==> src/emesh_pkg.sv <==
// ##########################################################################
// Shared emesh definitions for the single-link traffic driver
// Packet layout is fixed at 104 bits, ctrlmode is carried but not decoded
// Byte and half-word modes are served as word accesses by the memory
// ##########################################################################
package emesh_pkg;

   // Widths
   localparam int AW        = 32;              // Address width
   localparam int IDW       = 12;              // Coreid width, top of dstaddr
   localparam int MAW       = 12;              // Memory byte address width
   localparam int PW        = 104;             // Packet width
   localparam int MEM_DEPTH = 1 << (MAW - 3);  // 64-bit entries
   localparam int CNT_W     = 16;              // Monitor counter width

   // Data mode codes
   localparam logic [1:0] DM_BYTE   = 2'b00;
   localparam logic [1:0] DM_HALF   = 2'b01;
   localparam logic [1:0] DM_WORD   = 2'b10;
   localparam logic [1:0] DM_DOUBLE = 2'b11;

   // ########################################################################
   // Stimulus sequence
   // ########################################################################
   localparam int              STIM_COUNT     = 16;
   localparam int              STIM_IDX_W     = $clog2(STIM_COUNT);
   localparam logic [AW-1:0]   STIM_BASE      = 32'h0000_0800;  // Window inside target
   localparam logic [31:0]     STIM_DATA_SEED = 32'hC0DE_0000;
   localparam logic [31:0]     STIM_DATA_STEP = 32'h0101_0101;  // Added per packet
   localparam logic [IDW-1:0]  STIM_TARGET_ID = 12'h0A5;

   // Word view with srcaddr riding above the data
   typedef struct packed {
      logic [31:0] srcaddr;
      logic [31:0] data;
   } emesh_word_t;

   // Double view holding full 64-bit data
   typedef struct packed {
      logic [31:0] data_hi;
      logic [31:0] data_lo;
   } emesh_double_t;

   typedef union packed {
      emesh_word_t   word;
      emesh_double_t dbl;
   } emesh_payload_t;

   // Declared MSB first so write lands in bit 0
   typedef struct packed {
      emesh_payload_t payload;   // [103:40]
      logic [AW-1:0]  dstaddr;   // [39:8]
      logic [4:0]     ctrlmode;  // [7:3]
      logic [1:0]     datamode;  // [2:1]
      logic           write;     // [0]
   } emesh_packet_t;

endpackage

==> src/emesh_response_mux.sv <==
// ##########################################################################
// Fixed-priority merge onto the outgoing channel, stimulus first
// Purely combinational, the memory keeps its reply while held back
// clk and reset only clock the hold check
// ##########################################################################
`timescale 1ns/1ns

module emesh_response_mux (
   input  logic                      clk,
   input  logic                      reset,
   input  logic                      stim_src_access,
   input  emesh_pkg::emesh_packet_t  stim_src_packet,
   input  logic                      mem_rsp_access,
   input  emesh_pkg::emesh_packet_t  mem_rsp_packet,
   input  logic                      out_wait,
   output logic                      stim_src_wait,
   output logic                      mem_rsp_wait,
   output logic                      out_access,
   output emesh_pkg::emesh_packet_t  out_packet
);

   logic grant_stim;  // Stimulus owns the channel

   assign grant_stim    = stim_src_access;
   assign out_access    = stim_src_access || mem_rsp_access;
   assign out_packet    = grant_stim ? stim_src_packet : mem_rsp_packet;
   assign stim_src_wait = out_wait;                 // Only the link can stall it
   assign mem_rsp_wait  = grant_stim || out_wait;   // Loses to stimulus

   // Held reply stays put until it wins the channel
   a_mem_hold : assert property (@(posedge clk) disable iff (reset)
      mem_rsp_access && mem_rsp_wait |=> mem_rsp_access && $stable(mem_rsp_packet))
      else $error("memory reply changed while held back");

endmodule

==> config.mk <==
export PLATFORM = sky130hd
export DESIGN_NAME = emesh_response_mux
export DESIGN_NICKNAME = d
export VERILOG_FILES = /design/src/emesh_pkg.sv /design/src/emesh_response_mux.sv
export SDC_FILE = /design/constraint.sdc
export NUM_CORES = 1
export LEC_CHECK = 0
export BUFFER_PORTS_ARGS = -buffer_cell sky130_fd_sc_hd__buf_2
export CAP_MARGIN = 10
export CORE_AREA = 2 2 123 125
export DETAILED_ROUTE_END_ITERATION = 12
export DIE_AREA = 0 0 125 127
export PLACE_DENSITY = 0.41
export SYNTH_ARGS = -nofsm -noshare
export SYNTH_HDL_FRONTEND = slang
export SYNTH_SLANG_ARGS = --single-unit
==> constraint.sdc <==
create_clock -name vclk -period 2.05
set_clock_uncertainty 0.1 [all_clocks]
set_input_delay 0.1025 -clock vclk [all_inputs]
set_output_delay 0.1025 -clock vclk [all_outputs]
set_load 0.02 [all_outputs]
==> results by group <==
Status
  – Outcome: completed

Finish
  – Area grow syn2layout: 123%
  – Clock buffer count in the final layout: 0
  – Final #Nets: 642
  – Antenna diodes: 0
  – Flip-flop and latch area: 0 sq um
  – Num sequential: 0
  – Share of post-route cells with drive strength above 1: 1.00

Worst hold path
  – Hold EP: stim_src_wait
  – Worst Hold Launch: out_wait
  – Worst Hold Class: in2out
  – Hold depth: 2

Synthesis
  – Syn Nets: 332
  – Synth warn: 0
  – Avg Inst Size Synth: 12.0 sq um
  – Top cell type's share of synthesized area: 0.519
  – Synth top cells by count: 66 x mux2_2, 38 x mux2_4, 6 x buf_2, 6 x buf_6, 2 x or2_2
  – Mapped Cells: 119
  – Synth cell types: 6
  – Top cells by area, synth: mux2_2 52%, mux2_4 40%, buf_6 4.7%, buf_2 2.1%, or2_2 0.87%
  – Most numerous cell in the Yosys netlist: mux2_2
  – Yosys top cell by area: mux2_2
  – Synth Cell Area: 0.00143 sq mm
  – Post-synthesis sequential area ratio: 0

Timing
  – Slew Limit Headroom: 0.786
  – Fmax achieved: 712 MHz
  – Post-layout min period: 1.41 ns
  – Post-route setup slack: 0.645 ns
  – Worst hold slack: 0.368 ns
  – Pins Over Slew Limit: 0
  – RSZ-0062 raised after global routing: false
  – Actual slew at the worst max-slew pin: 0.321 ns
  – Final cycle utilization of the critical path: 0.685
  – TNS Setup: 0 ns
  – Endpoints failing hold: 0
  – Endpoints failing setup: 0

Floorplanning
  – Chip width: 125 um
  – Die area: 0.0159 sq mm
  – # rows: 44
  – Die Ht: 127 um
  – Io pins: 320
  – Placeable Area: 0.0144 sq mm
  – Initial Util: 0.0992

Setup path
  – Critical Path End Type: primary output
  – Arr. time, crit path: 1.20 ns
  – CP Launch Type: input pin
  – Setup CP Type: in2out
  – Critical Path RT: 1.85 ns
  – Crit path max fanout: 44

Power and ir drop
  – Leak: 1.85 nW
  – Maximum vdd drop: 0.0701 mV
  – Pwr dens: 266 mW/mm^2

Detailed routing
  – Vias per inst: 3.58
  – Post-Route WL: 7.52 mm
  – Drt wl/cell: 12.3 um
  – TritonRoute pass-1 iters: 4
  – Vias: 2185
  – Final ANT Viol Nets: 0
  – DR DRC count: 0
  – Initial DRC Count: 27

CTS
  – Number of setup buffers added after CTS: 0
  – PostCTS Resize Cnt: 0
  – Hold-fix buffers, CTS: 0

Place
  – RePlAce Congestion: 0.796
  – PortBufs: 318
  – Placed wire-length estimate: 6.85 mm
  – Dpl ws: 0.632 ns

GRT
  – GRT Util Overall: 0.0829
  – Total congestion overflow: 0
  – Antenna violations before repair: 0
  – Vias in the first global route: 2203
  – First-pass GRT wire length: 11.0 mm
  – Largest net degree at the start of global routing: 45

Run
  – Max-cap viol count: 0
## logic make-up (layout without fill, tap and decap cells)
| kind of cell | count (synthesis) | in the layout | synth area share |
|---|---|---|---|
| mux | 104 | 104 | 0.918 |
| simple gates | 2 | 2 | 0.00874 |
| buf+inv | 13 | 321 | 0.0734 |
## metrics by stage
stage	instance area [sq um]	std cells	utilization	total power, W
floorplan	1430	119	-	0.000498
global placement	3200	611	0.222	0.000860
detailed placement	3200	611	0.222	0.000862
CTS	3200	611	0.222	0.000865
global route	3200	611	0.222	0.000911
finish	3200	611	0.222	0.000852
## layout make-up
class,count,area (sq um)
well taps,184,230
multi-input cells,106,1330
fillers,1588,11200
repair buffers,321,1640
## worst max path at each step
stage	slack, ns	depth (start not counted)	to	start
floorplan	1.02	4	out_packet[64]	stim_src_access
global placement	0.65	4	out_packet[0]	stim_src_access
detailed placement	0.63	4	out_packet[0]	stim_src_access
CTS	0.63	4	out_packet[0]	stim_src_access
global route	0.59	4	out_packet[0]	stim_src_access
finish	0.64	4	out_packet[0]	stim_src_access
## per-layer routing
metal  GRT usage  share of wire
met5           0              0
met4     0.00131         0.0017
met3      0.0138           0.11
met2       0.165           0.53
met1      0.0984           0.36
## placed cells by master (no fill, tap or decap)
master and instances:
buf_2 317, mux2_4 38, buf_12 2, buf_4 2, or2_2 2, mux2_2 66
## power by group
group,internal (W),switching (W),total (W)
registers,0,0,0
logic,0.000436,0.000416,0.000852
clock network,0,0,0
## worst max-delay path: stages
cell and delay [ns]:
buf_4 0.19, buf_12 0.29, mux2_2 0.40, buf_2 0.17
Power figures use the tool's default switching activity.
