`src/emesh_pkg.sv`:
```
// ##########################################################################
// Shared emesh definitions for the single-link traffic driver
// Packet layout is fixed at 104 bits, ctrlmode is carried but not decoded
// Byte and half-word modes are served as word accesses by the memory
// ##########################################################################
package emesh_pkg;

   // Widths
   localparam int AW        = 32;              // Address width
   localparam int IDW       = 12;              // Coreid width, top of dstaddr
   localparam int MAW       = 12;              // Memory byte address width
   localparam int PW        = 104;             // Packet width
   localparam int MEM_DEPTH = 1 << (MAW - 3);  // 64-bit entries
   localparam int CNT_W     = 16;              // Monitor counter width

   // Data mode codes
   localparam logic [1:0] DM_BYTE   = 2'b00;
   localparam logic [1:0] DM_HALF   = 2'b01;
   localparam logic [1:0] DM_WORD   = 2'b10;
   localparam logic [1:0] DM_DOUBLE = 2'b11;

   // ########################################################################
   // Stimulus sequence
   // ########################################################################
   localparam int              STIM_COUNT     = 16;
   localparam int              STIM_IDX_W     = $clog2(STIM_COUNT);
   localparam logic [AW-1:0]   STIM_BASE      = 32'h0000_0800;  // Window inside target
   localparam logic [31:0]     STIM_DATA_SEED = 32'hC0DE_0000;
   localparam logic [31:0]     STIM_DATA_STEP = 32'h0101_0101;  // Added per packet
   localparam logic [IDW-1:0]  STIM_TARGET_ID = 12'h0A5;

   // Word view with srcaddr riding above the data
   typedef struct packed {
      logic [31:0] srcaddr;
      logic [31:0] data;
   } emesh_word_t;

   // Double view holding full 64-bit data
   typedef struct packed {
      logic [31:0] data_hi;
      logic [31:0] data_lo;
   } emesh_double_t;

   typedef union packed {
      emesh_word_t   word;
      emesh_double_t dbl;
   } emesh_payload_t;

   // Declared MSB first so write lands in bit 0
   typedef struct packed {
      emesh_payload_t payload;   // [103:40]
      logic [AW-1:0]  dstaddr;   // [39:8]
      logic [4:0]     ctrlmode;  // [7:3]
      logic [1:0]     datamode;  // [2:1]
      logic           write;     // [0]
   } emesh_packet_t;

endpackage

```
`src/emesh_stimulus.sv`:
```
// ##########################################################################
// Start-triggered stimulus: STIM_COUNT word writes to STIM_TARGET_ID
// A start seen while running or after done is ignored
// done stays high until reset
// ##########################################################################
`timescale 1ns/1ns

module emesh_stimulus (
   input  logic                    clk,
   input  logic                    reset,
   input  logic                    start,
   input  logic                    src_wait,
   output logic                    src_access,
   output emesh_pkg::emesh_packet_t src_packet,
   output logic                    done
);

   logic [emesh_pkg::STIM_IDX_W-1:0]        idx;       // Current packet index
   logic                                    active;    // Sequence running
   logic                                    xfer;      // Packet accepted
   logic                                    last;      // Final packet on the wire
   logic [emesh_pkg::AW-emesh_pkg::IDW-1:0] addr_lo;   // Offset inside the core

   assign xfer = active && !src_wait;
   assign last = (idx == emesh_pkg::STIM_IDX_W'(emesh_pkg::STIM_COUNT - 1));

   // ########################################################################
   // Sequencer
   // ########################################################################
   always_ff @(posedge clk) begin
      if (reset) begin
         idx    <= '0;
         active <= 1'b0;
         done   <= 1'b0;
      end else if (!active) begin
         if (start && !done) begin   // Packet 0 shows next cycle
            active <= 1'b1;
            idx    <= '0;
         end
      end else if (xfer) begin
         if (last) begin
            active <= 1'b0;
            done   <= 1'b1;           // Cycle after last transfer
         end else begin
            idx <= idx + 1'b1;
         end
      end
   end

   assign src_access = active;

   // Packet follows idx only, so it holds while waiting
   assign addr_lo = emesh_pkg::STIM_BASE[emesh_pkg::AW-emesh_pkg::IDW-1:0]
                  + (emesh_pkg::AW-emesh_pkg::IDW)'({idx, 2'b00});

   always_comb begin
      src_packet                      = '0;
      src_packet.write                = 1'b1;
      src_packet.datamode             = emesh_pkg::DM_WORD;
      src_packet.ctrlmode             = '0;              // Not used downstream
      src_packet.dstaddr              = {emesh_pkg::STIM_TARGET_ID, addr_lo};
      src_packet.payload.word.srcaddr = '0;              // No reply expected
      src_packet.payload.word.data    = emesh_pkg::STIM_DATA_SEED
                                      + 32'(idx) * emesh_pkg::STIM_DATA_STEP;
   end

   // Stalled packet must reappear unchanged next cycle
   a_stim_hold : assert property (@(posedge clk) disable iff (reset)
      src_access && src_wait |=> src_access && $stable(src_packet))
      else $error("stimulus packet changed under wait");

endmodule

```
`config.mk`:
```
export PLATFORM = sky130hd
export DESIGN_NAME = emesh_stimulus
export DESIGN_NICKNAME = d
export VERILOG_FILES = /design/src/emesh_pkg.sv /design/src/emesh_stimulus.sv
export SDC_FILE = /design/constraint.sdc
export NUM_CORES = 1
export LEC_CHECK = 0
export ABC_AREA = 1
export BUFFER_PORTS_ARGS = -buffer_cell sky130_fd_sc_hd__buf_2
export CORE_UTILIZATION = 37
export CTS_BUF_LIST = sky130_fd_sc_hd__clkbuf_16
export CTS_CLUSTER_DIAMETER = 40
export DETAILED_ROUTE_END_ITERATION = 8
export PLACE_DENSITY_LB_ADDON = 0.08
export REMOVE_ABC_BUFFERS = 1
export SETUP_SLACK_MARGIN = 0.3
export SYNTH_ARGS = -nofsm -noshare
export SYNTH_HDL_FRONTEND = slang
export SYNTH_SLANG_ARGS = --single-unit
```
`constraint.sdc`:
```
create_clock -name clk -period 1.7 [get_ports clk]
set_input_delay 0.17 -clock clk [delete_from_list [all_inputs] [get_ports clk]]
set_output_delay 0.17 -clock clk [all_outputs]
set_load 0.01 [all_outputs]
```
==> results of run 1 <==
==> state kept, by name (all words and copies together), names as in the netlist <==
| name | cells |
|---|---|
| done | 1 |
| idx | 4 |
| src_access | 1 |
==> kinds of logic (layout without fill, tap and decap cells) <==
family / count (synthesis) / in the layout / synth area share [%]
flops: 6 / 6 / 10.67
compound gates: 5 / 5 / 2.778
simple gates: 28 / 28 / 14.44
fa+ha+maj: 4 / 4 / 4.445
other cells: 2 / 82 / 0.6669
buf+inv: 106 / 43 / 67.00
==> worst max path at each step <==
stage	startpoint	to	slack, ns
6_report	idx[1]$_SDFFE_PP0P_	src_packet[59]	0.36
3_5_place_dp	idx[1]$_SDFFE_PP0P_	src_packet[59]	0.32
5_1_grt	idx[3]$_SDFFE_PP0P_	src_packet[59]	0.30
4_1_cts	idx[1]$_SDFFE_PP0P_	src_packet[59]	0.30
3_3_place_gp	idx[1]$_SDFFE_PP0P_	src_packet[59]	0.32
2_1_floorplan	idx[1]$_SDFFE_PP0P_	src_packet[59]	0.16
==> power groups by stage <==
stage	logic [mW]	registers, mW	clock network, mW
final	0.227	0.163	0.382
after global routing	0.254	0.165	0.400
after CTS	0.216	0.163	0.389
after detailed placement	0.208	0.169	0
after global placement	0.208	0.169	0
after floorplan	0.140	0.181	0
==> routing by layer <==
layer / GRT usage (%) / up-vias / share of wire, %
met3: 2.041 / 2 / 11
met5: 0 / - / 0
met2: 10.59 / 59 / 47
met4: 5.226 / 0 / 0.93
met1: 9.557 / 270 / 41
li1: - / 315 / -
==> layout make-up <==
class | instances | area (um^2) | share of cell area, %
Sequential cell | 6 | 128.9 | 12.75
Tap cell | 31 | 38.79 | 3.837
Multi-Input combinational cell | 119 | 576.8 | 57.05
Timing Repair Buffer | 29 | 150.1 | 14.85
Inverter | 11 | 41.29 | 4.084
Clock buffer | 3 | 75.07 | 7.426
==> critical path: cells and delay by family (launching register included) <==
family,cells,cell delay [ns]
fa+ha+maj,2,0.40
buf+inv,3,0.20
flops,1,0.34
==> cells in the final DEF, fill, tap and decap left out, drive strengths merged <==
| master | count |
|---|---|
| clkbuf | 3 |
| nor2 | 6 |
| a21oi | 4 |
| ha | 4 |
| nand3 | 6 |
| a22oi | 1 |
| dfxtp | 6 |
| inv | 11 |
| nand2 | 15 |
| conb | 82 |
| buf | 29 |
| nor3 | 1 |
==> repair_timing <==
action	in CTS	in global routing
setup buffers	2	0
setup endpoints to repair	3	1
pin swaps	1	0
cloned	0	0
gates resized for setup	7	3
hold buffers	0	0
==> stage by stage <==
stage | hold WS, ns | instance area (um^2) | power, mW | setup slack [ns]
3_5_place_dp | 0.3839 | 887.1 | 0.3771 | 0.3236
6_report | 0.1412 | 1011 | 0.7720 | 0.3587
4_1_cts | 0.1378 | 988.4 | 0.7679 | 0.3029
5_1_grt | 0.1456 | 1011 | 0.8199 | 0.2951
2_1_floorplan | 0.2324 | 713.2 | 0.3203 | 0.1626
3_3_place_gp | 0.3914 | 887.1 | 0.3774 | 0.3225
==> impl_metrics.env, run 1 <==
export IMPL_pwr_share_seq_pct=21.1
export IMPL_initial_utilization_pct=39.81
export IMPL_fin_skew_ns=0.0002860
export IMPL_swShare_pct=33.51
export IMPL_routedWlPerCell_um=7.020
export IMPL_worstReg2RegEnd="idx[3]$_SDFFE_PP0P_"
export IMPL_hold_viol_final=0
export IMPL_syn_avg_cell_area_um2=7.457
export IMPL_crit_chain="inv_2, ha_4, ha_4, inv_1, buf_2"
export IMPL_cap_violations=0
export IMPL_portBuffers=27
export IMPL_arrival_ns=1.17
export IMPL_worstSetupStartpointType="register"
export IMPL_grtUsageTotal_pct=7.400
export IMPL_vias=646
export IMPL_critPathMostFrequentCell="ha_4"
export IMPL_synth_edf_count=0
export IMPL_synth_top_area_share_pct=63.33
export IMPL_via_per_inst=3.246
export IMPL_clk_path_buf_depth=2
export IMPL_gp_congestion=0.7964
export IMPL_diodes=0
export IMPL_core_um2=2829
export IMPL_end_kind="primary output"
export IMPL_die_y_um=57.17
export IMPL_synth_seq_area_share_pct=10.67
export IMPL_syn_inst=151
export IMPL_ant_nets=0
export IMPL_cts_sinks=6
export IMPL_synth_cell_types=18
export IMPL_required_ns=1.53
export IMPL_ios=110
export IMPL_die_x_um=57.17
export IMPL_r2r_cells=6
export IMPL_ys_top_cells_by_count="buf_4, nand2_1, inv_1"
export IMPL_drive_gt1_share_pct=29.17
export IMPL_yosysTopAreaCell="buf_4"
export IMPL_gr_total_overflow=0
export IMPL_finalCritPeriodShare_pct=78.90
export IMPL_synthTopCellsByArea="buf_4, dfxtp_1, ha_1"
export IMPL_rsz0062_at_grt="false"
export IMPL_fin_nets=178
export IMPL_final_core_util_pct=35.74
export IMPL_fp_dieArea_um2=3268
export IMPL_rows=19
export IMPL_dpl_hpwl_um=1136
export IMPL_syn_area_um2=1126
export IMPL_hold_path_end="idx[2]$_SDFFE_PP0P_"
export IMPL_fmax_ghz=0.7455
export IMPL_final_cells=199
export IMPL_violations="DRC"
export IMPL_ys_warn_count=0
export IMPL_numCtsBuffers=3
export IMPL_yosys_register_bits=6
export IMPL_synth_ff_type="dfxtp_1"
export IMPL_powerDensity_nw_per_um2=763.6
export IMPL_hold_path_startpoint="reset"
export IMPL_grt_pass1_vias=412
export IMPL_worstSetupPathType="register to primary output"
export IMPL_antenna_found_initial=0
export IMPL_power_internal_mw=0.5133
export IMPL_clk_latency_ns=0.23
export IMPL_yosysMostFrequentCell="buf_4"
export IMPL_period_needed_ns=1.341
export IMPL_setup_tns_final_ns=0
export IMPL_cts_max_level=1
export IMPL_dr_pass1_iters=6
export IMPL_netSwitchingPower_mw=0.2587
export IMPL_area_growth_pct=-10.22
export IMPL_worstReg2RegStart="idx[0]$_SDFFE_PP0P_"
export IMPL_wirelength_um=1397
export IMPL_grt_pass1_wl_um=1794
export IMPL_drc_errors=10
export IMPL_first_iter_violations=38
export IMPL_clock_power_share_pct=49.5
export IMPL_min_path_cells=2
export IMPL_vdd_drop_max_v=0.0003745
export IMPL_grt_max_degree=11
export IMPL_n_fill_cell=307
export IMPL_path_clk_slew_ns=0.03
export IMPL_drv_slew=0
export IMPL_max_stage_delay_ns=0.34
export IMPL_tritoncts="built"
export IMPL_hold_path_class="input port to register"
export IMPL_total_leakage_power_nw=0.6481
export IMPL_crit_fanout=3
export IMPL_cts_root_buf="clkbuf_16"
export IMPL_dp_cells=194
export IMPL_setup_viol=0
export IMPL_outcome="complete, but fails checks"
export IMPL_cp_slowest_cell="dfxtp_4"
export IMPL_reg2reg_slack_ns=0.39
export IMPL_power_frac_comb_pct=29.5
export IMPL_postSynth_asyncResetShare_pct=0
Power figures use the tool's default switching activity.
==> run 2: changes to the inputs <==
--- a/config.mk
+++ b/config.mk
@@ -5,9 +5,9 @@
 export SDC_FILE = /design/constraint.sdc
 export NUM_CORES = 1
 export LEC_CHECK = 0
-export ABC_AREA = 1
+export ABC_AREA = 0
 export BUFFER_PORTS_ARGS = -buffer_cell sky130_fd_sc_hd__buf_2
-export CORE_UTILIZATION = 37
+export CORE_UTILIZATION = 32
 export CTS_BUF_LIST = sky130_fd_sc_hd__clkbuf_16
 export CTS_CLUSTER_DIAMETER = 40
 export DETAILED_ROUTE_END_ITERATION = 8
==> constraint.sdc (replaced) <==
create_clock -name clk -period 1.2 [get_ports clk]
set_input_delay 0.12 -clock clk [delete_from_list [all_inputs] [get_ports clk]]
set_output_delay 0.12 -clock clk [all_outputs]
set_load 0.01 [all_outputs]
==> impl_metrics.env, run 2 <==
export IMPL_setup_viol=5
export IMPL_powerDensity_nw_per_um2=716.2
export IMPL_die_x_um=59.96
export IMPL_clk_path_buf_depth=2
export IMPL_syn_inst=138
export IMPL_gr_total_overflow=0
export IMPL_synthMuxAreaShare_pct=0.9313
export IMPL_ys_top_cells_by_count="buf_4, dfxtp_1, inv_1"
export IMPL_end_kind="register"
export IMPL_initial_utilization_pct=34.36
export IMPL_rsz0062_at_grt="true"
export IMPL_synth_top_area_share_pct=66.36
export IMPL_yosys_register_bits=6
export IMPL_synth_ff_type="dfxtp_1"
export IMPL_tritoncts="built"
export IMPL_final_cell_mix="conb_1, buf_6, buf_2, inv_2"
export IMPL_outcome="complete, but fails checks"
export IMPL_crit_fanout=4
export IMPL_mostFrequentLayoutCell="conb_1"
export IMPL_reg2reg_slack_ns=-0.10
export IMPL_largest_register="idx"
export IMPL_vias=739
export IMPL_fp_dieArea_um2=3595
export IMPL_grt_pass1_vias=540
export IMPL_hold_viol_final=0
export IMPL_cts_sinks=6
export IMPL_synthTopCellsByArea="buf_4, dfxtp_1, ha_1"
export IMPL_drive_gt1_share_pct=40.46
export IMPL_routedWlPerCell_um=8.728
export IMPL_grt_pass1_wl_um=2594
export IMPL_synthAdderAreaFrac_pct=4.657
export IMPL_antenna_found_initial=0
export IMPL_worstSetupStartpointType="register"
export IMPL_violations="setup timing"
export IMPL_max_stage_delay_ns=0.38
export IMPL_finalCritPeriodShare_pct=108.6
export IMPL_worstReg2RegEnd="idx[0]$_SDFFE_PP0P_"
export IMPL_area_growth_pct=24.68
export IMPL_cts_max_level=1
export IMPL_synth_cell_types=23
export IMPL_grt_max_degree=10
export IMPL_syn_avg_cell_area_um2=7.788
export IMPL_cp_slowest_cell="or3_1"
export IMPL_syn_area_um2=1075
export IMPL_min_path_cells=2
export IMPL_dpl_hpwl_um=1252
export IMPL_numCtsBuffers=3
export IMPL_rows=20
export IMPL_drc_errors=0
export IMPL_period_needed_ns=1.304
export IMPL_ys_warn_count=0
export IMPL_hold_path_class="input port to register"
export IMPL_die_y_um=59.96
export IMPL_worstSetupPathType="register to register"
export IMPL_dpl_worst_slack_ns=-0.05443
export IMPL_grtUsageTotal_pct=10.06
export IMPL_gp_congestion=0.7782
export IMPL_fin_skew_ns=0.002170
export IMPL_yosysMostFrequentCell="buf_4"
export IMPL_crit_chain="ha_1, and3_4, or3_1, a21oi_2"
export IMPL_via_per_inst=3.406
export IMPL_synthSimpleGateAreaFrac_pct=6.752
export IMPL_synth_top_family_by_area="buffers and inverters"
export IMPL_path_clk_slew_ns=0.04
export IMPL_largest_register_ffs=4
export IMPL_hold_path_startpoint="reset"
export IMPL_yosysTopAreaCell="buf_4"
export IMPL_total_leakage_power_nw=0.7098
export IMPL_clk_latency_ns=0.23
export IMPL_postSynth_asyncResetShare_pct=0
export IMPL_hold_path_end="idx[0]$_SDFFE_PP0P_"
export IMPL_portBuffers=27
export IMPL_ant_nets=0
export IMPL_synth_edf_count=0
export IMPL_cts_root_buf="clkbuf_16"
export IMPL_vdd_drop_max_v=0.0007230
export IMPL_drv_slew=0
export IMPL_fin_nets=183
export IMPL_r2r_cells=4
export IMPL_fmax_ghz=0.7671
export IMPL_arrival_ns=1.47
export IMPL_setup_tns_final_ns=-0.3449
export IMPL_cts_hold_buf=0
export IMPL_finalWorstSetupSlack_ns=-0.1036
export IMPL_ios=110
export IMPL_first_iter_violations=6
export IMPL_synth_seq_area_share_pct=11.18
export IMPL_diodes=0
export IMPL_worstReg2RegStart="idx[1]$_SDFFE_PP0P_"
export IMPL_dr_pass1_iters=4
export IMPL_wirelength_um=1894
export IMPL_cap_violations=0
export IMPL_synthXorXnorAreaFrac_pct=0
export IMPL_required_ns=1.37
export IMPL_core_um2=3128
export IMPL_synth_compound_area_share_pct=7.334
## run 2: cell types whose count changed in the layout (fill, tap and decap cells not counted), sizes merged, moves of 2 or more
cell	delta
nor2	-4
nand2b	+2
inv	-5
o211ai	+3
buf	+18
nand3	-5
nand2	-14
o21ai	+2
## run 2: metal layers
layer	global-route usage (%)	wire, um	vias up
met5	0	0	-
met4	2.990	12	0
met3	3.896	198	2
met2	19.52	1063	74
met1	9.598	620	328
li1	-	-	335
## run 2: how the worst max path moves through the flow
stage | startpoint | end | slack [ns] | cells after the start
finish | idx[1]$_SDFFE_PP0P_ | idx[0]$_SDFFE_PP0P_ | -0.10 | 4
global route | idx[1]$_SDFFE_PP0P_ | src_packet[59] | -0.14 | 5
CTS | idx[1]$_SDFFE_PP0P_ | src_packet[59] | -0.08 | 5
detailed placement | idx[1]$_SDFFE_PP0P_ | idx[0]$_SDFFE_PP0P_ | -0.05 | 4
global placement | idx[1]$_SDFFE_PP0P_ | idx[2]$_SDFFE_PP0P_ | -0.05 | 4
floorplan | idx[0]$_SDFFE_PP0P_ | idx[2]$_SDFFE_PP0P_ | -0.36 | 4
## run 2: cell type report
cell class              instances  area [um^2]
clock buffers                   3        75.07
fillers                       305         1788
inverters                       6        25.02
multi-input cells             111        586.8
flip-flops and latches          6        133.9
well taps                      44        55.05
repair buffers                 47        464.2
## run 2: repair_timing
action,in CTS,in global routing
endpoints found under the setup margin,30,30
gates resized for setup,46,14
hold endpoints to repair,0,0
pin swaps,9,3
cloned,0,0
buffers inserted,5,4
## run 2: per-stage QoR
| step | total power, mW | instance area (um^2) | hold slack, ns | instances | util, % |
|---|---|---|---|---|---|
| 2_1_floorplan | 0.3538 | 661.9 | 0.1824 | 123 | - |
| 3_3_place_gp | 0.3944 | 934.6 | 0.3843 | 205 | 29.88 |
| 3_5_place_dp | 0.3937 | 934.6 | 0.3780 | 205 | 29.88 |
| 4_1_cts | 0.9540 | 1257 | 0.1411 | 213 | 40.20 |
| 5_1_grt | 1.018 | 1340 | 0.1629 | 217 | 42.84 |
| 6_report | 0.9598 | 1340 | 0.1436 | 217 | 42.84 |
## run 2: kinds of logic after synthesis
| kind of cell | Yosys count |
|---|---|
| multiplexers | 1 |
| AO/OA/AOI/OAI | 12 |
| adder cells (fa/ha/maj) | 4 |
| buffers and inverters | 101 |
| flip-flops | 6 |
| AND/OR/NAND/NOR | 12 |
| other | 2 |
## run 2: critical path, delay by kind of cell, from the launching register on
kind / cells / cell delay (ns)
AO/OA/AOI/OAI: 1 / 0.11
AND/OR/NAND/NOR: 2 / 0.59
flip-flops: 1 / 0.35
adder cells (fa/ha/maj): 1 / 0.19
## run 2: report_power, final
group,leakage (nW),total (mW),switching [mW],internal (mW)
Combinational,0.621,0.205,0.160,0.0455
Sequential,0.0519,0.206,0.00542,0.201
Clock,0.0370,0.548,0.120,0.428
