==> src/emesh_pkg.sv <==
// ##########################################################################
// Shared emesh definitions for the single-link traffic driver
// Packet layout is fixed at 104 bits, ctrlmode is carried but not decoded
// Byte and half-word modes are served as word accesses by the memory
// ##########################################################################
package emesh_pkg;

   // Widths
   localparam int AW        = 32;              // Address width
   localparam int IDW       = 12;              // Coreid width, top of dstaddr
   localparam int MAW       = 12;              // Memory byte address width
   localparam int PW        = 104;             // Packet width
   localparam int MEM_DEPTH = 1 << (MAW - 3);  // 64-bit entries
   localparam int CNT_W     = 16;              // Monitor counter width

   // Data mode codes
   localparam logic [1:0] DM_BYTE   = 2'b00;
   localparam logic [1:0] DM_HALF   = 2'b01;
   localparam logic [1:0] DM_WORD   = 2'b10;
   localparam logic [1:0] DM_DOUBLE = 2'b11;

   // ########################################################################
   // Stimulus sequence
   // ########################################################################
   localparam int              STIM_COUNT     = 16;
   localparam int              STIM_IDX_W     = $clog2(STIM_COUNT);
   localparam logic [AW-1:0]   STIM_BASE      = 32'h0000_0800;  // Window inside target
   localparam logic [31:0]     STIM_DATA_SEED = 32'hC0DE_0000;
   localparam logic [31:0]     STIM_DATA_STEP = 32'h0101_0101;  // Added per packet
   localparam logic [IDW-1:0]  STIM_TARGET_ID = 12'h0A5;

   // Word view with srcaddr riding above the data
   typedef struct packed {
      logic [31:0] srcaddr;
      logic [31:0] data;
   } emesh_word_t;

   // Double view holding full 64-bit data
   typedef struct packed {
      logic [31:0] data_hi;
      logic [31:0] data_lo;
   } emesh_double_t;

   typedef union packed {
      emesh_word_t   word;
      emesh_double_t dbl;
   } emesh_payload_t;

   // Declared MSB first so write lands in bit 0
   typedef struct packed {
      emesh_payload_t payload;   // [103:40]
      logic [AW-1:0]  dstaddr;   // [39:8]
      logic [4:0]     ctrlmode;  // [7:3]
      logic [1:0]     datamode;  // [2:1]
      logic           write;     // [0]
   } emesh_packet_t;

endpackage

==> src/emesh_monitor.sv <==
// ##########################################################################
// Link monitor, counts device packets and those for another core
// A packet counts when dut_access is high and dut_stall is low
// Counters saturate at all ones
// ##########################################################################
`timescale 1ns/1ns

module emesh_monitor (
   input  logic                          clk,
   input  logic                          reset,
   input  logic [emesh_pkg::IDW-1:0]     coreid,
   input  logic                          dut_access,
   input  emesh_pkg::emesh_packet_t      dut_packet,
   input  logic                          dut_stall,
   output logic [emesh_pkg::CNT_W-1:0]   rx_count,
   output logic [emesh_pkg::CNT_W-1:0]   misroute_count
);

   logic                      xfer;      // Device packet taken
   logic                      misroute;  // Destination is another core
   logic [emesh_pkg::IDW-1:0] dst_id;

   assign xfer     = dut_access && !dut_stall;
   assign dst_id   = dut_packet.dstaddr[emesh_pkg::AW-1 -: emesh_pkg::IDW];
   assign misroute = (dst_id != coreid);

   // ########################################################################
   // Counters
   // ########################################################################
   always_ff @(posedge clk) begin
      if (reset) begin
         rx_count <= '0;
      end else if (xfer && (rx_count != '1)) begin
         rx_count <= rx_count + 1'b1;
      end
   end

   always_ff @(posedge clk) begin
      if (reset) begin
         misroute_count <= '0;
      end else if (xfer && misroute && (misroute_count != '1)) begin
         misroute_count <= misroute_count + 1'b1;   // Sticks at max
      end
   end

   // Device must not drop or alter a stalled packet
   a_dut_hold : assert property (@(posedge clk) disable iff (reset)
      dut_access && dut_stall |=> dut_access && $stable(dut_packet))
      else $error("device packet changed while stalled");

endmodule

==> config.mk <==
export PLATFORM = sky130hd
export DESIGN_NAME = emesh_monitor
export DESIGN_NICKNAME = d
export VERILOG_FILES = /design/src/emesh_pkg.sv /design/src/emesh_monitor.sv
export SDC_FILE = /design/constraint.sdc
export NUM_CORES = 1
export LEC_CHECK = 0
export CAP_MARGIN = 20
export CORE_AREA = 3 3 57 59
export CTS_CLUSTER_SIZE = 8
export DETAILED_ROUTE_END_ITERATION = 6
export DIE_AREA = 0 0 60 62
export DONT_BUFFER_PORTS = 1
export GPL_ROUTABILITY_DRIVEN = 0
export PLACE_DENSITY_LB_ADDON = 0.08
export RECOVER_POWER = 100
export SLEW_MARGIN = 0
export SYNTH_ARGS = -nofsm -noshare
export SYNTH_HDL_FRONTEND = slang
export SYNTH_SLANG_ARGS = --single-unit
==> constraint.sdc <==
create_clock -name clk -period 3.44 [get_ports clk]
set_input_delay 0.688 -clock clk [delete_from_list [all_inputs] [get_ports clk]]
set_output_delay 0.688 -clock clk [all_outputs]
set_load 0.03 [all_outputs]
==> results of run 1 <==
==> final timing paths <==
kind / start / to / slack, ns
hold / removal: reset / misroute_count[14] / 0.41
hold reg to reg: misroute_count[1] / misroute_count[1] / 0.68
setup reg to reg: misroute_count[13] / misroute_count[15] / 0.99
setup / recovery: misroute_count[13] / misroute_count[15] / 0.99
==> metal layers <==
layer  routed length [µm]  track usage [%]  vias to the layer above  share of wire (%)
met5                    0                0                        -                  0
met4                   36            10.44                        0               0.86
met3                  463            10.74                        5                 11
met2                 1994            36.88                       84                 48
met1                 1693            28.11                      767                 40
li1                     -                -                      763                  -
==> metrics by stage <==
stage | util, % | instance area [µm²] | worst slack, ns | hold WS, ns
after CTS | 68.74 | 1896 | 1.177 | 0.3954
after global placement | 65.97 | 1819 | 1.261 | 0.6380
final | 68.28 | 1883 | 0.9882 | 0.4118
after global routing | 68.28 | 1883 | 0.8573 | 0.3824
after detailed placement | 65.97 | 1819 | 1.203 | 0.6643
after floorplan | - | 1798 | 1.394 | 0.6214
==> worst reg2reg max path: cells and delay by family (launching register included) <==
kind	cells	cell delay [ns]
and+or+nand+nor	3	0.89
DFF	1	0.60
AOI/OAI and AO/OA	1	0.55
muxes	1	0.31
==> cell families (layout without fill, tap and decap cells) <==
group                    Yosys count  in the layout
AND/OR/NAND/NOR                  113            113
AO/OA/AOI/OAI                     20             20
XOR/XNOR                          23             23
adder cells (fa/ha/maj)            2              2
multiplexers                      13             13
flip-flops                        32             32
buffers and inverters              9             10
==> placed cells by master, fill, tap and decap left out, types with 5 or more instances in the layout <==
master | netlist | routed
dfxtp_1 | 32 | 32
nor3_1 | 10 | 10
mux2_2 | 7 | 7
nand4_1 | 11 | 11
clkbuf_4 | 0 | 5
nand2_1 | 12 | 12
a21oi_1 | 10 | 10
nor2_1 | 29 | 29
and3_1 | 5 | 5
nor4_1 | 6 | 6
nor2b_1 | 12 | 12
nand3_1 | 7 | 7
xnor2_1 | 20 | 20
==> synthesized netlist by cell type, types with 5 or more instances <==
master,number,area share [%]
dfxtp_1,32,36
nor2_1,29,6.1
xnor2_1,20,9.7
nand2_1,12,2.5
nor2b_1,12,4.2
nand4_1,11,3.8
a21oi_1,10,2.8
nor3_1,10,2.8
mux2_2,7,4.4
nand3_1,7,1.9
nor4_1,6,2.1
and3_1,5,1.7
clkbuf_1,5,1.0
==> state kept, by name (all words and copies together), names as in the netlist <==
name            flops
misroute_count     16
rx_count           16
==> power by group through the flow <==
stage	logic [mW]	clock network [mW]	registers (mW)
after global routing	0.0366	0.308	0.383
after detailed placement	0.0332	0	0.391
after floorplan	0.0330	0	0.390
final	0.0326	0.288	0.382
after global placement	0.0309	0	0.391
after CTS	0.0331	0.290	0.382
==> cell type report <==
type	instances	area, µm²	share of cell area [%]
clock inverter	2	35.03	1.860
sequential	32	640.6	34.02
timing repair buffer	2	15.01	0.7973
multi-input combinational	171	1112	59.07
tap	31	38.79	2.060
clock buffer	6	41.29	2.193
==> flow_metrics.env, run 1 <==
export IMPL_combPwrFrac_pct=4.6
export IMPL_synth_compound_gate_area_share_pct=7.376
export IMPL_setup_viol=0
export IMPL_pwr_share_clk_pct=41.0
export IMPL_track_usage_pct=23.67
export IMPL_fp_dieW_um=60
export IMPL_numCtsBuffers=5
export IMPL_relSlewSlack_pct=37.44
export IMPL_root_buffer="clkbuf_4"
export IMPL_async_flop_share_pct=0
export IMPL_cts_setup_buffers=0
export IMPL_cts_num_sinks=32
export IMPL_synth_edff_count=0
export IMPL_insertion_delay_ns=0.33
export IMPL_p_int_mw=0.5440
export IMPL_ant_nets=0
export IMPL_synth_ff_type="dfxtp_1"
export IMPL_area_growth_synth_to_final_pct=4.732
export IMPL_worstSetupEndpointType="flip-flop"
export IMPL_routed_via_density=6.635
export IMPL_period_share_pct=71.27
export IMPL_synth_cell_type_count=37
export IMPL_grt_pass1_vias=1517
export IMPL_synthAdderAreaFrac_pct=1.392
export IMPL_p_per_area_nw_per_um2=373.4
export IMPL_die_h_um=62
export IMPL_slew_violations=0
export IMPL_worst_endpoint_required_ns=3.67
export IMPL_finClkSkew_ns=0.005798
export IMPL_fmax_mhz=407.9
export IMPL_crit_path_top_delay_cell="dfxtp_1"
export IMPL_post_drt_wl_per_cell_um=17.16
export IMPL_cts_resized=0
export IMPL_ys_seq_area_share_pct=35.63
export IMPL_outcome="finished, final reports clean"
export IMPL_first_iter_violations=128
export IMPL_htree_levels=2
export IMPL_holdBufCountCts=0
export IMPL_yosys_warnings=0
export IMPL_path_buf_inv=0
export IMPL_grt_max_degree=46
export IMPL_tns_ns=0
export IMPL_grt_pass1_wl_um=6672
export IMPL_route_detailed_drc=0
export IMPL_rsz0062_at_grt="false"
export IMPL_die_area_um2=3720
export IMPL_ys_ff_latch=32
export IMPL_crit_type="flip-flop to flip-flop"
export IMPL_cts_tree="yes"
export IMPL_drt_total_wl_um=4188
export IMPL_clock_path_buffers=2
export IMPL_vias=1619
export IMPL_firstDrtPassIters=4
export IMPL_synth_simple_area_share_pct=34.31
export IMPL_worstRegToRegCells=5
export IMPL_grt_overflow_total=0
export IMPL_antenna_found_initial=0
export IMPL_initial_core_util_pct=65.20
export IMPL_hold_class="input pin to flip-flop"
export IMPL_power_switching_mw=0.1592
export IMPL_path_max_fanout=6
export IMPL_port_buffers=0
export IMPL_fin_crit_ns=2.452
export IMPL_p_leak_nw=0.6347
export IMPL_synth_xor_area_share_pct=11.20
export IMPL_synth_mux_area_fraction_pct=8.003
export IMPL_startpoint_type="flip-flop"
export IMPL_synth_cell_area_um2=1798
export IMPL_placedCellCount=236
export IMPL_swShare_pct=22.64
export IMPL_hpwl_um=3071
export IMPL_max_stage_delay_ns=0.60
export IMPL_final_cells=244
export IMPL_whs_path_depth=1
export IMPL_synth_top_family_by_area="simple AND/OR/NAND/NOR gates"
export IMPL_drive_gt1_share_pct=9.859
export IMPL_rows=19
export IMPL_critPathTopFamily="simple AND/OR/NAND/NOR gates"
export IMPL_fin_nets=334
export IMPL_worst_slew_pin_slew_ns=0.9313
export IMPL_cap_violations=0
export IMPL_clk_pin_slew_ns=0.10
export IMPL_fillers=239
export IMPL_num_antenna_cells=0
export IMPL_coreArea_um2=2758
export IMPL_hold_viol=0
export IMPL_pin_count=152
export IMPL_path_cells="nand4_1 -> or3_1 -> o21ai_0 -> nor4b_1 -> mux2_2"
export IMPL_avgSynthCellArea_um2=8.481
export IMPL_synth_nets=334
export IMPL_critical_path_arrival_ns=2.69
export IMPL_seq_power_share_pct=54.4
export IMPL_netlist_instances=212
export IMPL_cp_num_cells=5
export IMPL_power_mw=0.7032
export IMPL_ir_drop_mv=0.4756
Power figures use the tool's default switching activity.
==> inputs of run 2 (changes only) <==
--- a/config.mk
+++ b/config.mk
@@ -6,10 +6,10 @@
 export NUM_CORES = 1
 export LEC_CHECK = 0
 export CAP_MARGIN = 20
-export CORE_AREA = 3 3 57 59
+export CORE_AREA = 3 3 58 60
 export CTS_CLUSTER_SIZE = 8
 export DETAILED_ROUTE_END_ITERATION = 6
-export DIE_AREA = 0 0 60 62
+export DIE_AREA = 0 0 61 63
 export DONT_BUFFER_PORTS = 1
 export GPL_ROUTABILITY_DRIVEN = 0
 export PLACE_DENSITY_LB_ADDON = 0.08
==> constraint.sdc (replaced) <==
create_clock -name clk -period 2.45 [get_ports clk]
set_input_delay 0.49 -clock clk [delete_from_list [all_inputs] [get_ports clk]]
set_output_delay 0.49 -clock clk [all_outputs]
set_load 0.03 [all_outputs]
==> run 2 against run 1 <==
Compared with the run above:
- sequential share of layout area is 1.8 points lower
- cell count grew 9.0%
- critical path type unchanged
- utilization shrank 1.5 points
- maximum frequency up 13%
- via count increased by 0.43%
- critical endpoint unchanged
- first-iteration DRC count increased by 19%
- highest routed layer unchanged
- global-route usage is 0.41 points lower
- sequential power up 38%
- flip-flop and latch count stayed put
- hold slack lost 0.21 ns
- critical path depth is 1 higher
==> flow_metrics.env, run 2 (same netlist as run 1, synthesis figures left out) <==
export IMPL_grt_overflow_total=0
export IMPL_pwr_share_clk_pct=40.9
export IMPL_final_common_cell="dfxtp_1"
export IMPL_p_leak_nw=0.6827
export IMPL_ant_nets=0
export IMPL_outcome="finished, final reports clean"
export IMPL_setup_viol=0
export IMPL_pin_count=152
export IMPL_crit_path_top_delay_cell="dfxtp_1"
export IMPL_routed_via_density=6.113
export IMPL_insertion_delay_ns=0.34
export IMPL_fp_dieW_um=61
export IMPL_initial_core_util_pct=60.38
export IMPL_period_share_pct=88.77
export IMPL_combPwrFrac_pct=6.0
export IMPL_swShare_pct=22.64
export IMPL_numCtsBuffers=5
export IMPL_die_area_um2=3843
export IMPL_setup_slack_ns=0.2750
export IMPL_coreArea_um2=2978
export IMPL_groute_layer_met3_usage_pct=9.091
export IMPL_placed_area_um2=1972
export IMPL_ir_drop_mv=0.2655
export IMPL_fmax_mhz=459.8
export IMPL_dpl_worst_slack_ns=0.3665
export IMPL_whs_path_depth=1
export IMPL_cts_resized=0
export IMPL_multiInputGateArea_um2=1117
export IMPL_max_stage_delay_ns=0.41
export IMPL_power_switching_mw=0.2241
export IMPL_htree_levels=2
export IMPL_port_buffers=0
export IMPL_drt_total_wl_um=4016
export IMPL_fin_crit_ns=2.175
export IMPL_tns_ns=0
export IMPL_cts_num_sinks=32
export IMPL_power_mw=0.9900
export IMPL_regArea_um2=640.6
export IMPL_finClkSkew_ns=0.008323
export IMPL_slew_violations=0
export IMPL_path_max_fanout=4
export IMPL_fin_area_um2=1988
export IMPL_final_cells=266
export IMPL_worstSetupEndpointType="flip-flop"
export IMPL_antenna_found_initial=0
export IMPL_area_growth_synth_to_final_pct=10.58
export IMPL_hp_start="reset"
export IMPL_seq_power_share_pct=53.1
export IMPL_clock_path_buffers=2
export IMPL_first_iter_violations=152
export IMPL_hold_class="input pin to flip-flop"
export IMPL_final_cell_mix="dfxtp_1, nor2_1, xnor2_1"
export IMPL_clk_pin_slew_ns=0.11
export IMPL_drive_gt1_share_pct=12.02
export IMPL_reg_top3="misroute_count (16), rx_count (16)"
export IMPL_use_met2_pct=35.03
export IMPL_cts_tree="yes"
export IMPL_vias=1626
export IMPL_post_drt_wl_per_cell_um=15.10
export IMPL_cts_setup_buffers=0
export IMPL_grt_max_degree=46
export IMPL_worstRegToRegCells=6
export IMPL_fin_nets=354
export IMPL_ff2ff_setup_slack_ns=0.28
export IMPL_rr_endpoint="misroute_count[15]"
export IMPL_worst_endpoint_required_ns=2.69
export IMPL_worst_slew_pin_slew_ns=0.5949
export IMPL_path_cells="clkbuf_1 -> and4_1 -> and3_1 -> and3_1 -> nor4b_1 -> mux2_2"
export IMPL_holdBufCountCts=0
export IMPL_rsz0062_at_grt="false"
export IMPL_startpoint_type="flip-flop"
export IMPL_num_antenna_cells=0
export IMPL_fillers=244
export IMPL_grt_pass1_wl_um=7017
export IMPL_track_usage_pct=23.26
export IMPL_final_util_pct=66.76
export IMPL_relSlewSlack_pct=59.92
export IMPL_crit_top_cell="and3_1"
export IMPL_cap_violations=0
export IMPL_p_int_mw=0.7659
export IMPL_r2r_start="misroute_count[9]"
export IMPL_p_per_area_nw_per_um2=497.9
export IMPL_grt_pass1_vias=1588
export IMPL_hpwl_um=3059
export IMPL_root_buffer="clkbuf_4"
export IMPL_holdWs_ns=0.2023
export IMPL_grt_busiest_layer="met2"
export IMPL_crit_start="misroute_count[9]"
export IMPL_placedCellCount=258
export IMPL_critical_path_arrival_ns=2.42
export IMPL_rows=20
export IMPL_gr_usage_met1_pct=29.46
export IMPL_endpoint="misroute_count[15]"
export IMPL_route_detailed_drc=0
export IMPL_die_h_um=63
export IMPL_firstDrtPassIters=5
export IMPL_crit_type="flip-flop to flip-flop"
export IMPL_hold_viol=0
run 2: power groups by stage:
stage               Combinational (mW)  Sequential [mW]  Clock (mW)
finish                          0.0590            0.526       0.405
global route                    0.0669            0.526       0.430
CTS                             0.0621            0.526       0.411
detailed placement              0.0620            0.538           0
global placement                0.0599            0.537           0
floorplan                       0.0464            0.547           0
run 2: how the worst min path moves through the flow:
stage	to
2_1_floorplan	misroute_count[14]
3_3_place_gp	misroute_count[2]
3_5_place_dp	misroute_count[2]
4_1_cts	rx_count[6]
5_1_grt	rx_count[1]
6_report	rx_count[6]
run 2: layer usage:
metal,vias up,part of all wire [%]
li1,802,-
met1,751,42
met2,68,48
met3,5,9.8
met4,0,0.95
met5,-,0
run 2: worst max-delay path, delay by kind of cell, from the launching register on:
kind                   cells  cell delay, ns
and+or+nand+nor            4            0.93
DFF                        1            0.41
buffers and inverters      1            0.37
muxes                      1            0.37
run 2: layout make-up:
type / count / area share (%)
Tap cell: 33 / 2.077
Clock inverter: 2 / 1.762
Sequential cell: 32 / 32.22
Clock buffer: 6 / 2.077
Multi-Input combinational cell: 171 / 56.20
Timing Repair Buffer: 22 / 5.664
==> inputs of run 3 (changes only) <==
--- a/config.mk
+++ b/config.mk
@@ -6,7 +6,7 @@
 export NUM_CORES = 1
 export LEC_CHECK = 0
 export CAP_MARGIN = 20
-export CORE_AREA = 3 3 58 60
+export CORE_AREA = 2 2 59 61
 export CTS_CLUSTER_SIZE = 8
 export DETAILED_ROUTE_END_ITERATION = 6
 export DIE_AREA = 0 0 61 63
==> run 3 against run 2 <==
Compared with the run above:
- clock skew increased by 0.0044 ns
- maximum frequency increased by 0.80%
- sequential power about the same
- register-to-register slack improved by 0.02 ns
- hold slack improved by 0.010 ns
- count of clock-buffer cells in the layout increased by 2
- clock power decreased by 22%
- highest routed layer unchanged
- die area unchanged
- flip-flop and latch count unchanged
==> flow_metrics.env, run 3 (same netlist as run 1, synthesis figures left out) <==
export IMPL_crit_path_top_delay_cell="dfxtp_1"
export IMPL_critical_path_arrival_ns=2.38
export IMPL_path_cells="clkbuf_1 -> and4_1 -> and3_1 -> and3_1 -> nor4b_1 -> mux2_2"
export IMPL_area_growth_synth_to_final_pct=10.09
export IMPL_coreArea_um2=3232
export IMPL_vias=1623
export IMPL_ff2ff_setup_slack_ns=0.29
export IMPL_tns_ns=0
export IMPL_max_stage_delay_ns=0.42
export IMPL_fillers=323
export IMPL_cap_violations=0
export IMPL_p_per_area_nw_per_um2=456.4
export IMPL_first_iter_violations=85
export IMPL_whs_endpoint="rx_count[1]"
export IMPL_finClkSkew_ns=0.01270
export IMPL_grt_pass1_wl_um=6672
export IMPL_routed_via_density=5.859
export IMPL_insertion_delay_ns=0.34
export IMPL_drt_total_wl_um=4043
export IMPL_port_buffers=0
export IMPL_ir_drop_mv=0.3004
export IMPL_post_drt_wl_per_cell_um=14.60
export IMPL_die_area_um2=3843
export IMPL_grt_overflow_total=0
export IMPL_r2r_start="misroute_count[7]"
export IMPL_startpoint_type="flip-flop"
export IMPL_power_mw=0.9034
export IMPL_placedCellCount=269
export IMPL_hpwl_um=3039
export IMPL_hold_class="input pin to flip-flop"
export IMPL_worstSetupEndpointType="flip-flop"
export IMPL_holdBufCountCts=0
export IMPL_final_common_cell="dfxtp_1"
export IMPL_crit_top_cell="and3_1"
export IMPL_die_h_um=63
export IMPL_path_max_fanout=5
export IMPL_final_util_pct=61.25
export IMPL_cts_setup_buffers=0
export IMPL_cts_resized=0
export IMPL_period_share_pct=88.07
export IMPL_cts_num_sinks=32
export IMPL_setup_viol=0
export IMPL_fp_dieW_um=61
export IMPL_worst_slew_pin_slew_ns=0.6136
export IMPL_antenna_found_initial=0
export IMPL_rsz0062_at_grt="false"
export IMPL_fin_area_um2=1979
export IMPL_outcome="finished, final reports clean"
export IMPL_dpl_worst_slack_ns=0.3821
export IMPL_path_buf_inv=1
export IMPL_root_buffer="clkbuf_4"
export IMPL_placed_area_um2=1973
export IMPL_grt_max_degree=46
export IMPL_holdWs_ns=0.2123
export IMPL_htree_levels=2
export IMPL_slew_violations=0
export IMPL_worst_endpoint_required_ns=2.67
export IMPL_relSlewSlack_pct=59.10
export IMPL_track_usage_pct=23.04
export IMPL_fmax_mhz=463.4
export IMPL_critPathTopFamily="simple AND/OR/NAND/NOR gates"
export IMPL_drive_gt1_share_pct=11.69
export IMPL_initial_core_util_pct=55.63
export IMPL_num_antenna_cells=0
export IMPL_fin_nets=352
export IMPL_rows=21
export IMPL_final_cell_mix="dfxtp_1, nor2_1, xnor2_1"
export IMPL_fin_crit_ns=2.158
export IMPL_numCtsBuffers=5
export IMPL_clock_path_buffers=2
export IMPL_hold_viol=0
export IMPL_worstRegToRegCells=6
export IMPL_reg_top3="misroute_count (16), rx_count (16)"
export IMPL_rr_endpoint="misroute_count[15]"
export IMPL_final_cells=277
export IMPL_whs_path_depth=1
export IMPL_crit_type="flip-flop to flip-flop"
export IMPL_route_detailed_drc=0
export IMPL_grt_pass1_vias=1506
export IMPL_hp_start="reset"
export IMPL_pin_count=152
export IMPL_setup_slack_ns=0.2923
export IMPL_ant_nets=0
export IMPL_clk_pin_slew_ns=0.10
export IMPL_firstDrtPassIters=4
export IMPL_cts_tree="yes"
export IMPL_p_leak_nw=0.6704
[run 3: cell count changes in the layout (fill, tap and decap cells not counted), sizes merged]
cell / before / now
clkinv: 1 / 0
bufinv: 1 / 0
[run 3: worst max-delay path by stage]
| stage | startpoint | endpoint | slack, ns | depth (start not counted) |
|---|---|---|---|---|
| floorplan | misroute_count[0] | misroute_count[6] | 0.40 | 6 |
| global placement | misroute_count[9] | misroute_count[8] | 0.42 | 5 |
| detailed placement | misroute_count[4] | misroute_count[8] | 0.38 | 5 |
| CTS | misroute_count[9] | misroute_count[8] | 0.36 | 5 |
| global route | misroute_count[0] | misroute_count[13] | 0.13 | 6 |
| finish | misroute_count[7] | misroute_count[15] | 0.29 | 6 |
[run 3: area by class of cell]
cell class	instances	area (µm²)	share of cell area, %
clock buffers	8	58.81	2.971
multi-input cells	171	1117	56.45
flip-flops and latches	32	640.6	32.36
well taps	46	57.56	2.908
repair buffers	20	105.1	5.310
[run 3: worst reg2reg max path, stage by stage (launching register included)]
cell	delay [ns]
dfxtp_1	0.42
clkbuf_1	0.35
and4_1	0.27
and3_1	0.19
and3_1	0.16
nor4b_1	0.30
mux2_2	0.37
[run 3: where the power goes]
group,switching [mW],total [mW],leakage [nW],internal (mW)
sequential,0.00171,0.525,0.258,0.524
combinational,0.0313,0.0610,0.380,0.0297
clock,0.176,0.317,0.0326,0.142
total,0.209,0.903,0.670,0.695
[run 3: layer usage]
metal  part of all wire, %  track usage [%]  wire length, µm
met1                    37            26.25             1514
met2                    49            34.27             1961
met3                    12            15.53              491
met4                   1.9            7.337               75
met5                     0                0                0
